### src/logic/bus_pkg.sv
// request bus definitions
`default_nettype none

package bus_pkg;

    // page decode in the address map assumes a 32-bit word
    localparam int addr_w = 32;

    typedef logic [addr_w-1:0] addr_t;   // byte address of a request

endpackage

`default_nettype wire

### src/logic/remap_map_pkg.sv
// address map definitions
`default_nettype none

package remap_map_pkg;
    import bus_pkg::*;

    localparam int num_windows = 4;
    localparam int page_w      = 4;   // upper nibble picks the window

    // one remap window, size in bytes
    typedef struct packed {
        addr_t base;
        addr_t size;
        addr_t dest;
    } remap_window_t;

    // same address word, flat for arithmetic or split for window select
    typedef union packed {
        addr_t flat;
        struct packed {
            logic [page_w-1:0]        page;
            logic [addr_w-page_w-1:0] offset;
        } pg;
    } addr_word_u;

    // page n+1 lands in window n
    localparam remap_window_t default_windows [num_windows] = '{
        '{base: 32'h1000_0000, size: 32'h0001_0000, dest: 32'h2000_0000},
        '{base: 32'h2000_0000, size: 32'h0001_0000, dest: 32'h3000_0000},
        '{base: 32'h3000_0000, size: 32'h0001_0000, dest: 32'h4000_0000},
        '{base: 32'h4000_0000, size: 32'h0001_0000, dest: 32'h5000_0000}
    };

endpackage

`default_nettype wire

### src/logic/bus_req_if.sv
// single beat request channel
`default_nettype none
`timescale 1ns/100ps

interface bus_req_if #(
    parameter int DATA_W = 32
);
    import bus_pkg::*;

    addr_t             addr;
    logic [DATA_W-1:0] data;
    logic              write;   // 1 = write, 0 = read
    logic              valid;
    logic              ready;

    modport initiator (
        output addr, data, write, valid,
        input  ready
    );

    modport target (
        input  addr, data, write, valid,
        output ready
    );

endinterface

`default_nettype wire

### src/logic/remap_table.sv
// address window lookup
`default_nettype none
`timescale 1ns/100ps

module remap_table #(
    parameter remap_map_pkg::remap_window_t WINDOWS [remap_map_pkg::num_windows] =
        remap_map_pkg::default_windows
) (
    input  bus_pkg::addr_t addr,
    output bus_pkg::addr_t remapped,
    output logic           hit
);
    import bus_pkg::*;
    import remap_map_pkg::*;

    localparam int sel_w = $clog2(num_windows);

    addr_word_u       word;
    remap_window_t    win;
    logic             page_hit;
    logic [sel_w-1:0] sel;
    logic [addr_w:0]  win_end;   // extra bit so base + size cannot wrap
    logic             in_range;

    always_comb begin
        word.flat = addr;

        // only pages 1..num_windows have a candidate window
        page_hit = (word.pg.page >= page_w'(1)) &&
                   (word.pg.page <= page_w'(num_windows));
        sel      = sel_w'(word.pg.page - page_w'(1));
        win      = WINDOWS[sel];

        win_end  = {1'b0, win.base} + {1'b0, win.size};
        in_range = (word.flat >= win.base) && ({1'b0, word.flat} < win_end);
        hit      = page_hit && in_range;

        if (hit) begin
            remapped = win.dest + (word.flat - win.base);   // dest + offset
        end else begin
            remapped = word.flat;
        end
    end

endmodule

`default_nettype wire

### src/logic/remap_bridge.sv
// remapping request stage
`default_nettype none
`timescale 1ns/100ps

module remap_bridge #(
    parameter int DATA_W = 32,
    parameter remap_map_pkg::remap_window_t WINDOWS [remap_map_pkg::num_windows] =
        remap_map_pkg::default_windows
) (
    input  logic              clk,
    input  logic              rst_n,
    input  bus_pkg::addr_t    in_addr,
    input  logic [DATA_W-1:0] in_data,
    input  logic              in_valid,
    input  logic              in_write,
    output logic              in_ready,
    bus_req_if.initiator      down
);
    import bus_pkg::*;

    logic              busy;       // 0 = idle, 1 = holding a request
    addr_t             map_addr;
    logic              map_hit;
    addr_t             cap_addr;
    logic [DATA_W-1:0] cap_data;
    logic              cap_write;

    remap_table #(
        .WINDOWS (WINDOWS)
    ) u_table (
        .addr     (in_addr),
        .remapped (map_addr),
        .hit      (map_hit)
    );

    always_ff @(posedge clk or negedge rst_n) begin
        if (!rst_n) begin
            busy      <= 1'b0;
            cap_addr  <= '0;
            cap_data  <= '0;
            cap_write <= 1'b0;
        end else if (!busy) begin
            if (in_valid) begin
                busy      <= 1'b1;
                cap_addr  <= map_hit ? map_addr : in_addr;
                cap_data  <= in_data;
                cap_write <= in_write;
            end
        end else if (down.ready) begin
            busy <= 1'b0;   // handed to the queue this edge
        end
    end

    // at most one request every two cycles
    assign in_ready   = !busy;
    assign down.valid = busy;
    assign down.addr  = cap_addr;
    assign down.data  = cap_data;
    assign down.write = cap_write;

endmodule

`default_nettype wire

### src/logic/req_fifo.sv
// show-ahead request queue
`default_nettype none
`timescale 1ns/100ps

module req_fifo #(
    parameter int DATA_W     = 32,
    parameter int FIFO_DEPTH = 4
) (
    input  logic              clk,
    input  logic              rst_n,
    bus_req_if.target         up,
    output bus_pkg::addr_t    out_addr,
    output logic [DATA_W-1:0] out_data,
    output logic              out_write,
    output logic              out_valid,
    input  logic              out_ready
);
    import bus_pkg::*;

    // depth is a power of two, pointers wrap on their own
    localparam int ptr_w = (FIFO_DEPTH > 1) ? $clog2(FIFO_DEPTH) : 1;

    addr_t             addr_mem  [FIFO_DEPTH];
    logic [DATA_W-1:0] data_mem  [FIFO_DEPTH];
    logic              write_mem [FIFO_DEPTH];
    logic [ptr_w-1:0]  wr_ptr;
    logic [ptr_w-1:0]  rd_ptr;
    logic [ptr_w:0]    count;
    logic              push;
    logic              pop;

    assign up.ready  = (count != (ptr_w+1)'(FIFO_DEPTH));
    assign out_valid = (count != '0);
    assign push      = up.valid && up.ready;
    assign pop       = out_valid && out_ready;

    // entries cleared so the outputs read zero out of reset
    always_ff @(posedge clk or negedge rst_n) begin
        if (!rst_n) begin
            for (int i = 0; i < FIFO_DEPTH; i++) begin
                addr_mem[i]  <= '0;
                data_mem[i]  <= '0;
                write_mem[i] <= 1'b0;
            end
        end else if (push) begin
            addr_mem[wr_ptr]  <= up.addr;
            data_mem[wr_ptr]  <= up.data;
            write_mem[wr_ptr] <= up.write;
        end
    end

    always_ff @(posedge clk or negedge rst_n) begin
        if (!rst_n) begin
            wr_ptr <= '0;
            rd_ptr <= '0;
            count  <= '0;
        end else begin
            if (push) begin
                wr_ptr <= wr_ptr + 1'b1;
            end
            if (pop) begin
                rd_ptr <= rd_ptr + 1'b1;
            end
            if (push && !pop) begin
                count <= count + 1'b1;
            end else if (pop && !push) begin
                count <= count - 1'b1;
            end
        end
    end

    assign out_addr  = addr_mem[rd_ptr];   // head entry, no read latency
    assign out_data  = data_mem[rd_ptr];
    assign out_write = write_mem[rd_ptr];

endmodule

`default_nettype wire

### src/logic/remap_top.sv
// remapping request bridge
`default_nettype none
`timescale 1ns/100ps

module remap_top #(
    parameter int DATA_W     = 32,
    parameter int FIFO_DEPTH = 4,
    parameter remap_map_pkg::remap_window_t WINDOWS [remap_map_pkg::num_windows] =
        remap_map_pkg::default_windows
) (
    input  logic              clk,
    input  logic              rst_n,
    input  bus_pkg::addr_t    in_addr,
    input  logic [DATA_W-1:0] in_data,
    input  logic              in_valid,
    input  logic              in_write,
    output logic              in_ready,
    output bus_pkg::addr_t    out_addr,
    output logic [DATA_W-1:0] out_data,
    output logic              out_valid,
    output logic              out_write,
    input  logic              out_ready
);

    bus_req_if #(
        .DATA_W (DATA_W)
    ) req_bus ();

    remap_bridge #(
        .DATA_W  (DATA_W),
        .WINDOWS (WINDOWS)
    ) u_bridge (
        .clk      (clk),
        .rst_n    (rst_n),
        .in_addr  (in_addr),
        .in_data  (in_data),
        .in_valid (in_valid),
        .in_write (in_write),
        .in_ready (in_ready),
        .down     (req_bus.initiator)
    );

    // queue absorbs downstream stalls
    req_fifo #(
        .DATA_W     (DATA_W),
        .FIFO_DEPTH (FIFO_DEPTH)
    ) u_fifo (
        .clk       (clk),
        .rst_n     (rst_n),
        .up        (req_bus.target),
        .out_addr  (out_addr),
        .out_data  (out_data),
        .out_write (out_write),
        .out_valid (out_valid),
        .out_ready (out_ready)
    );

endmodule

`default_nettype wire

### config.mk
export PLATFORM = sky130hd
export DESIGN_NAME = remap_top
export DESIGN_NICKNAME = d
export VERILOG_FILES = /design/src/logic/bus_pkg.sv /design/src/logic/remap_map_pkg.sv /design/src/logic/bus_req_if.sv /design/src/logic/remap_table.sv /design/src/logic/remap_bridge.sv /design/src/logic/req_fifo.sv /design/src/logic/remap_top.sv
export SDC_FILE = /design/constraint.sdc
export NUM_CORES = 1
export LEC_CHECK = 0
export BUFFER_PORTS_ARGS = -buffer_cell sky130_fd_sc_hd__buf_2
export CAP_MARGIN = 20
export CELL_PAD_IN_SITES_DETAIL_PLACEMENT = 2
export CELL_PAD_IN_SITES_GLOBAL_PLACEMENT = 2
export CORE_MARGIN = 4
export CORE_UTILIZATION = 40
export CTS_BUF_LIST = sky130_fd_sc_hd__clkbuf_4 sky130_fd_sc_hd__clkbuf_8
export DETAILED_ROUTE_END_ITERATION = 8
export PLACE_DENSITY = 0.88
export SYNTH_ARGS = -nofsm -noshare
export SYNTH_HDL_FRONTEND = slang
export SYNTH_SLANG_ARGS = --single-unit
### constraint.sdc
create_clock -name clk -period 2.6 [get_ports clk]
set_input_delay 0.52 -clock clk [delete_from_list [all_inputs] [get_ports clk]]
set_output_delay 0.52 -clock clk [all_outputs]
set_load 0.02 [all_outputs]
# Yosys cells after proc, flatten, opt, wreduce, memory -nomap -nowiden
# Cells that the tools add are included.
# op_classes
add_sub_neg	8
order_cmp	8
eq_ne	1
mux	25
bitwise	4
reduce_logical	14
# op_table
operator	count
$bwmux 128	2
$bmux 96 s2	1
$mux 32	6
$mux 96	2
$bmux 32 s2	2
$demux 32 s2	1
$add 32x32->33	1
$lt 32x33->1	1
$add 32x32->32	1
$ge 32x32->1	1
$sub 32x32->32	1
$ge 3x3->1 const B	3
$not 2->3	3
$logic_and 1x1->1	8
$mux 1	6
$mux 3	2
$add 2x1->2 const B	2
$bwmux 4	1
$ge 4x1->1 const B	1
$le 4x3->1 const B	1
$add 3x1->3 const B	1
$logic_not 1->1	3
$lt 3x1->1 const B	1
$ne 3x3->1 const B	1
other kinds (8)	8
# word_totals
reg_bits	333
input_bits	69
output_inout_bits	67
wordCells	79

# Depth between registers and ports, before layout
# Gate-level depths: netlist of the first run.
# depth
word_depth	10
mapped_depth	13
mapped_depth_nobuf	12

# Hierarchy
# Synthesis of the first run repeated with hierarchy kept, for this count alone.
# hier_totals
hier_cells	1241
hier_area_um2	18433.9
# by_module_without_submodules
mod	n_inst	cells_per_inst	area_per_inst_um2	seq_area_each_um2
req_fifo	1	664	12647.1	6681.4
remap_bridge	1	177	3115.5	1651.6
remap_table	1	400	2671.3	0.0

# Worst setup path after synthesis of the first run
# Ideal clock, no wire load.
# synth_timing
path_type	input-to-reg
from	input port in_addr[28]
to	register u_bridge.cap_addr[27], in the netlist u_bridge.down.addr[27]
arrival_ps	2675
required_ps	2479
slack_ps	-196
path_stages	12
n_path_buf	1
path_cell_list	inv_1 -> ha_1 -> xnor2_1 -> inv_1 -> ha_1 -> nand2_1 -> nor2_1 -> a32oi_1 -> a211oi_1 -> clkbuf_1 -> nand3_1 -> a22o_1
# synth_via
elab_chain_cells	10
elab_cells_between_ends	16
cone_classes	4 x add/sub; 4 x order compare; 4 x mux; 1 x bitwise; 3 x reduce/logical
# synth_lines
element	line	rtl
start: declaration	remap_top.sv:13	input bus_pkg::addr_t in_addr,
$sub 2x1->2	remap_table.sv:31	sel = sel_w'(word.pg.page - page_w'(1));
$not 2->3 (not written as such)	remap_table.sv:32	win = WINDOWS[sel];
$bmux 96 s2	remap_table.sv:32	
$mux 96 (not written as such) (2 in a row)	remap_table.sv:32	
$add 32x32->33	remap_table.sv:34	win_end = {1'b0, win.base} + {1'b0, win.size};
$lt 32x33->1	remap_table.sv:35	in_range = (word.flat >= win.base) && ({1'b0, word.flat} < win_end);
$logic_and 1x1->1	remap_table.sv:35	
$logic_and 1x1->1	remap_table.sv:36	hit = page_hit && in_range;
$mux 32 (*)	remap_bridge.sv:45	cap_addr <= map_hit ? map_addr : in_addr;
end signal: assignment	remap_bridge.sv:45	
end: declaration	remap_bridge.sv:24	addr_t cap_addr;
# Every way passes the cells marked *; elsewhere a longest branch is shown, timed or not. The select of a mux whose other input is x is not followed.
# A chain may end at the register's enable or synchronous reset.

# Final worst setup path of the first run
# layout_timing
from	input port in_addr[6]
to	register u_bridge.cap_addr[23], in the netlist u_bridge.down.addr[23]
# layout_via
elab_chain_cells	4
elab_cells_between_ends	7
cone_classes	2 x add/sub; 2 x order compare; 1 x mux; 2 x reduce/logical
# layout_lines
element	line
parallel branches: the longest is 3 deep, another holds $sub 32x32->32	n/a
$mux 32 (*)	remap_bridge.sv:45
# Every way passes the cells marked *.

==> impl_metrics.env, run 1 <==
export IMPL_synth_top_family_by_area="multiplexers"
export IMPL_setup_ws_ns=-0.133
export IMPL_clock_sinks=333
export IMPL_ant_nets=0
export IMPL_overflow=0
export IMPL_hold_end="u_bridge.down.data[28]"
export IMPL_power_density_nw_per_um2=1350
export IMPL_status="finished, violations left"
export IMPL_clkLatencyLatePin_ns=0.62
export IMPL_nFillCells=3871
export IMPL_hp_start="in_data[28]"
export IMPL_track_usage_pct=26.3
export IMPL_ys_warn_count=0
export IMPL_clock_path_buffers=3
export IMPL_placed_area_um2=19200
export IMPL_wl_per_cell_um=29.3
export IMPL_numCtsBuffers=53
export IMPL_dr_pass1_iters=5
export IMPL_place_hpwl_mm=37.7
export IMPL_worst_setup_path_start_kind="input port"
export IMPL_rsz0062_at_grt="true"
export IMPL_period_share_pct=105
export IMPL_relSlewSlack_pct=57.4
export IMPL_fin_area_um2=21000
export IMPL_port_buffers=135
export IMPL_via_per_inst=5.74
export IMPL_period_needed_ns=2.73
export IMPL_rrSetupSlack_ns=0.27
export IMPL_nets=1735
export IMPL_htreeDepth=2
export IMPL_hp_class="in2reg"
export IMPL_synth_seq_area_share_pct=50.6
export IMPL_cp_max_fo=3
export IMPL_fin_setup_tns_ns=-0.940
export IMPL_p_total_mw=28.4
export IMPL_r2r_cells=6
export IMPL_vdd_drop_max_v=0.000511
export IMPL_violations="setup timing"
export IMPL_slowest_delay_ns=0.42
export IMPL_worstSetupPathType="in2reg"
export IMPL_synthMuxAreaShare_pct=27.0
export IMPL_ys_top_cells_by_count="dfrtp_1 (333), mux2_2 (261), nand2_1 (156)"
export IMPL_crit_chain="buf_2, inv_1, ha_1, buf_4, buf_4, nand2b_1, o31a_1, o31ai_4, a41o_2, a41oi_2, mux2i_1, o311ai_1"
export IMPL_grt_max_degree=61
export IMPL_timing_rr_start="u_bridge.down.valid"
export IMPL_syn_cell_area_um2=16500
export IMPL_finalSetupViolCount=28
export IMPL_synth_seq_cells=333
export IMPL_area_growth_syn_to_layout_pct=27.4
export IMPL_vias=12500
export IMPL_clk_pin_slew_ns=0.07
export IMPL_antenna_found_initial=0
export IMPL_cts_tree="yes"
export IMPL_arrival_ns=3.17
export IMPL_yosysMostFrequentCell="dfrtp_1"
export IMPL_synth_compound_area_share_pct=5.94
export IMPL_min_path_cells=3
export IMPL_drv_slew=0
export IMPL_ys_types=60
export IMPL_tightest_slew_ns=0.637
export IMPL_skew_ns=0.0376
export IMPL_regArea_um2=8340
export IMPL_root_buffer="clkbuf_8"
export IMPL_synth_nets=1433
export IMPL_syn_inst=1301
export IMPL_synth_edf_count=0
export IMPL_initial_core_util_pct=40.4
export IMPL_design_die_area_um2=44500
export IMPL_max_freq_ghz=0.366
export IMPL_utilization_pct=51.5
export IMPL_cp_slowest_cell="o31a_1"
export IMPL_drtIter0Drc=921
export IMPL_hold_viol_final=0
export IMPL_grt_pass1_vias=14400
export IMPL_power_leakage_nw=9.86
export IMPL_synthAdderAreaFrac_pct=4.88
export IMPL_cp_end_kind="flop"
export IMPL_gp_congestion=0.855
export IMPL_synth_area_per_cell_um2=12.7
export IMPL_cpMostUsedCell="buf_4"
export IMPL_synth_top_area_share_pct=50.6
export IMPL_coreArea_um2=40700
export IMPL_grt_first_pass_wirelength_mm=90.6
export IMPL_io_pins=136
export IMPL_multiInputGateArea_um2=7790
export IMPL_yosys_area_share_simple_pct=7.07
export IMPL_synthFlopType="dfrtp_1"
export IMPL_drt_total_wl_mm=63.6
export IMPL_synth_area_top_cells="dfrtp_1 (51%), mux2_2 (18%), mux4_2 (8.9%)"
export IMPL_reg2reg_to="u_fifo.addr_mem[58]"
export IMPL_layout_cells_non_filler=2174
export IMPL_die_w_um=211
export IMPL_synth_xor_area_share_pct=1.49
export IMPL_drv_cap=0
export IMPL_fp_dieH_um=211
export IMPL_rows=74
export IMPL_cp_required_ns=3.04
export IMPL_synth_top_area_cell="dfrtp_1"
export IMPL_async_flop_share_pct=100
export IMPL_drc=0
export IMPL_placedCellCount=2069
export IMPL_final_layout_size_suffix_gt1_share_pct=46.4
[timing repair]
item,4_1_cts,5_1_grt
endpoints found under the hold margin,54,0
hold buffers,1,0
gates cloned,2,1
pin swaps,0,4
endpoints found under the setup margin,65,78
gates resized for setup,61,90
buffers inserted,5,2
[worst max-delay path, delay by kind of cell]
family | cells | cell delay, ns
AO/OA/AOI/OAI | 5 | 1.39
adder cells (fa/ha/maj) | 1 | 0.31
buffers and inverters | 4 | 0.48
multiplexers | 1 | 0.26
AND/OR/NAND/NOR | 1 | 0.19
[power by group]
part,leakage (nW),switching [mW],internal [mW]
Combinational,5.16,6.61,6.88
Clock,0.599,2.19,2.66
Sequential,4.10,2.35,7.70
[cells in the final DEF, fill, tap and decap left out, types with 4 or more instances in the layout]
master,netlist,routed
xnor2_1,20,19
o211ai_1,8,8
o21ai_0,34,32
nor3_1,15,15
mux4_2,65,65
buf_16,0,4
nand2b_1,8,8
inv_1,62,61
buf_12,0,22
a21oi_1,40,37
nor2b_1,8,7
nand3_1,12,11
clkbuf_4,0,23
a211oi_1,7,4
nor2_1,50,49
nand2_1,156,151
buf_8,0,4
a31oi_1,9,8
dfrtp_1,333,331
nand2_4,0,4
buf_2,3,74
buf_4,0,144
o21ai_1,5,7
buf_6,0,64
mux2_2,261,261
ha_1,61,60
clkbuf_8,0,68
o21bai_1,5,5
mux2i_1,5,5
nor4_1,4,4
nand4_1,4,4
xor2_1,8,8
[logic make-up (layout without fill, tap and decap cells)]
| logic type | count (synthesis) | count (layout) |
|---|---|---|
| DFF | 333 | 333 |
| adders and majority gates | 63 | 63 |
| xor gates and xnor gates | 28 | 28 |
| AOI/OAI and AO/OA | 145 | 145 |
| muxes | 331 | 331 |
| other | 0 | 1 |
| and+or+nand+nor | 271 | 271 |
| buffers and inverters | 130 | 470 |
[flip-flops by register name, indices dropped and copies added, names as in the netlist, 2 cells and up]
name                flops
u_fifo.count            3
u_fifo.rd_ptr           2
u_bridge.down.addr     32
u_bridge.down.data     32
u_fifo.wr_ptr           2
u_fifo.data_mem       128
u_fifo.addr_mem       128
u_fifo.write_mem        4
[worst max path at each step]
stage / slack (ns) / to / start
after CTS: -0.06 / out_addr[19] / u_fifo.rd_ptr[0]
after detailed placement: -0.61 / u_bridge.down.addr[30] / in_addr[2]
after global placement: -0.33 / u_bridge.down.addr[30] / in_addr[1]
after global routing: -0.14 / out_addr[19] / u_fifo.rd_ptr[0]
final: -0.13 / u_bridge.down.addr[23] / in_addr[6]
after floorplan: 0.003 / u_bridge.down.addr[31] / in_addr[28]
[per-stage QoR]
stage               hold WS (ns)  setup WS [ns]
floorplan                  0.224        0.00314
global placement           0.478         -0.331
detailed placement         0.490         -0.615
CTS                       0.0850        -0.0596
global route               0.110         -0.136
finish                     0.133         -0.133
[cell type report]
type | count | share of cell area [%]
repair buffers | 314 | 13.4
multi-input cells | 838 | 37.1
clock inverters | 2 | 0.0597
diodes | 1 | 0.0119
clock buffers | 91 | 5.29
flip-flops and latches | 333 | 39.8
inverters | 63 | 1.15
well taps | 532 | 3.17
[metal layers]
metal  vias to the layer above  wire length, µm  part of all wire, %  track usage (%)
li1                       5252                -                    -                -
met1                      6633            24500                   38             31.9
met2                       424            33600                   53             49.1
met3                       169             2760                  4.3             2.87
met4                         0             2810                  4.4             8.23
met5                         -                0                    0                0
Power figures use the tool's default switching activity.
==> inputs of run 2 (changes only) <==
Settings changed: TNS_END_PERCENT set to 30.
==> impl_metrics.env, run 2 (same netlist as run 1, synthesis figures left out) <==
export IMPL_place_hpwl_mm=37.7
export IMPL_crit_family="compound AO/OA/AOI/OAI gates"
export IMPL_p_switching_mw=10.6
export IMPL_gp_congestion=0.855
export IMPL_clkLatencyLatePin_ns=0.62
export IMPL_slowest_delay_ns=0.34
export IMPL_wl_met1_mm=23.6
export IMPL_relSlewSlack_pct=59.3
export IMPL_worstSetupPathType="in2reg"
export IMPL_clk_pin_slew_ns=0.07
export IMPL_worst_path_stages=12
export IMPL_io_pins=136
export IMPL_path_buf_inv=4
export IMPL_cp_required_ns=3.04
export IMPL_p_total_mw=27.4
export IMPL_clock_sinks=333
export IMPL_cp_slowest_cell="o31a_1"
export IMPL_root_buffer="clkbuf_8"
export IMPL_period_share_pct=105
export IMPL_hold_viol_final=0
export IMPL_period_needed_ns=2.72
export IMPL_fp_dieH_um=211
export IMPL_clock_path_buffers=3
export IMPL_overflow=0
export IMPL_arrival_ns=3.16
export IMPL_r2r_cells=8
export IMPL_htreeDepth=2
export IMPL_diodes=0
export IMPL_tightest_slew_ns=0.608
export IMPL_worst_setup_path_start_kind="input port"
export IMPL_layout_commonest_cell="dfrtp_1"
export IMPL_p_comb_share_pct=46.4
export IMPL_skew_ns=0.0354
export IMPL_most_common_layout_cells="dfrtp_1 (331), mux2_2 (261), nand2_1 (151)"
export IMPL_initial_core_util_pct=40.4
export IMPL_coreArea_um2=40700
export IMPL_die_w_um=211
export IMPL_port_buffers=135
export IMPL_status="finished, violations left"
export IMPL_rsz0062_at_grt="true"
export IMPL_design_die_area_um2=44500
export IMPL_cts_tree="yes"
export IMPL_wl_per_cell_um=27.1
export IMPL_cp_end_kind="flop"
export IMPL_cp_max_fo=3
export IMPL_dr_pass1_iters=4
export IMPL_via_per_inst=5.63
export IMPL_ant_nets=0
export IMPL_grt_pass1_vias=14400
export IMPL_crit_chain="buf_2, inv_1, ha_1, buf_4, o31a_1, o31a_1, buf_4, o31ai_4, a41o_2, a41oi_2, mux2i_1, o311ai_1"
export IMPL_violations="setup timing"
export IMPL_drtIter0Drc=710
export IMPL_vdd_drop_max_v=0.000495
export IMPL_highest_layer="met4"
export IMPL_antenna_found_initial=0
export IMPL_track_usage_pct=25.9
export IMPL_drc=0
export IMPL_hp_class="in2reg"
export IMPL_clockPowerShare_pct=17.5
export IMPL_drv_cap=0
export IMPL_swShare_pct=38.7
export IMPL_max_freq_ghz=0.367
export IMPL_drt_total_wl_mm=58.9
export IMPL_drv_slew=0
export IMPL_nets=1733
export IMPL_vias=12200
export IMPL_min_path_cells=3
export IMPL_setup_ws_ns=-0.123
export IMPL_power_density_nw_per_um2=1320
export IMPL_top_regs="u_fifo.addr_mem x128, u_fifo.data_mem x128"
export IMPL_internal_power_mw=16.8
export IMPL_grt_first_pass_wirelength_mm=89.4
export IMPL_finalSetupViolCount=14
export IMPL_grt_max_degree=61
export IMPL_final_layout_size_suffix_gt1_share_pct=46.1
export IMPL_rows=74
export IMPL_power_frac_seq_pct=36.1
export IMPL_met2_length_mm=31.5
export IMPL_area_growth_syn_to_layout_pct=26.0
export IMPL_numCtsBuffers=53
export IMPL_power_leakage_nw=9.80
export IMPL_hold_slack_ns=0.124
export IMPL_wl_met3_mm=1.98
-- run 2: final timing paths --
| kind | startpoint | to | slack [ns] |
|---|---|---|---|
| max | in_addr[2] | u_bridge.down.addr[23] | -0.12 |
| min | in_data[27] | u_bridge.down.data[27] | 0.12 |
| max reg2reg | u_fifo.count[0] | u_fifo.count[2] | 0.37 |
| min reg2reg | u_fifo.addr_mem[24] | u_fifo.addr_mem[24] | 0.50 |
| max in group asynchronous | rst_n | u_fifo.addr_mem[87] | 1.30 |
| min in group asynchronous | rst_n | u_fifo.data_mem[103] | 0.46 |
-- run 2: worst reg2reg max path: stages (launching register included) --
cell,delay [ns]
dfrtp_1,0.44
or3_1,0.43
nand2_1,0.14
ha_1,0.21
inv_1,0.07
fa_1,0.38
xor2_1,0.15
nor2_1,0.14
xor2_1,0.19
-- run 2: per-layer routing --
layer	up-vias	global-route usage, %
li1	5235	-
met1	6533	31.2
met2	317	48.7
met3	130	3.15
met4	0	7.15
met5	-	0
-- run 2: area by class of cell --
cell class                      count  area, µm²
Timing Repair Buffer              312       2630
Inverter                           63        240
Clock inverter                      2       12.5
Multi-Input combinational cell    838       7760
Sequential cell                   333       8340
Clock buffer                       91       1110
Fill cell                        3964      20000
Tap cell                          532        666
-- run 2: power by group through the flow --
stage | combinational (mW) | sequential [mW] | clock (mW)
after floorplan | 7.70 | 8.76 | 0
after detailed placement | 11.3 | 9.82 | 0
final | 12.7 | 9.90 | 4.81
after global placement | 10.7 | 9.29 | 0
after CTS | 12.2 | 9.76 | 4.88
after global routing | 13.5 | 10.1 | 5.19
-- run 2: through the flow --
| stage | cell area (µm²) | instances | TNS [ns] | util [%] | setup WS (ns) |
|---|---|---|---|---|---|
| 2_1_floorplan | 16500 | 1301 | 0 | - | 0.00314 |
| 3_3_place_gp | 19200 | 2069 | -5.80 | 47.0 | -0.331 |
| 3_5_place_dp | 19200 | 2069 | -11.77 | 47.0 | -0.615 |
| 4_1_cts | 20500 | 2167 | -1.79 | 50.4 | -0.0813 |
| 5_1_grt | 20800 | 2171 | -3.41 | 50.9 | -0.101 |
| 6_report | 20800 | 2171 | -0.309 | 50.9 | -0.123 |
-- run 2: what timing repair did --
item / 4_1_cts / 5_1_grt
resized for setup: 42 / 50
setup buffers: 3 / 2
endpoints found under the hold margin: 54 / 0
hold buffers: 1 / 0
endpoints found under the setup margin: 65 / 75
cloned: 1 / 2
pin swaps: 0 / 5
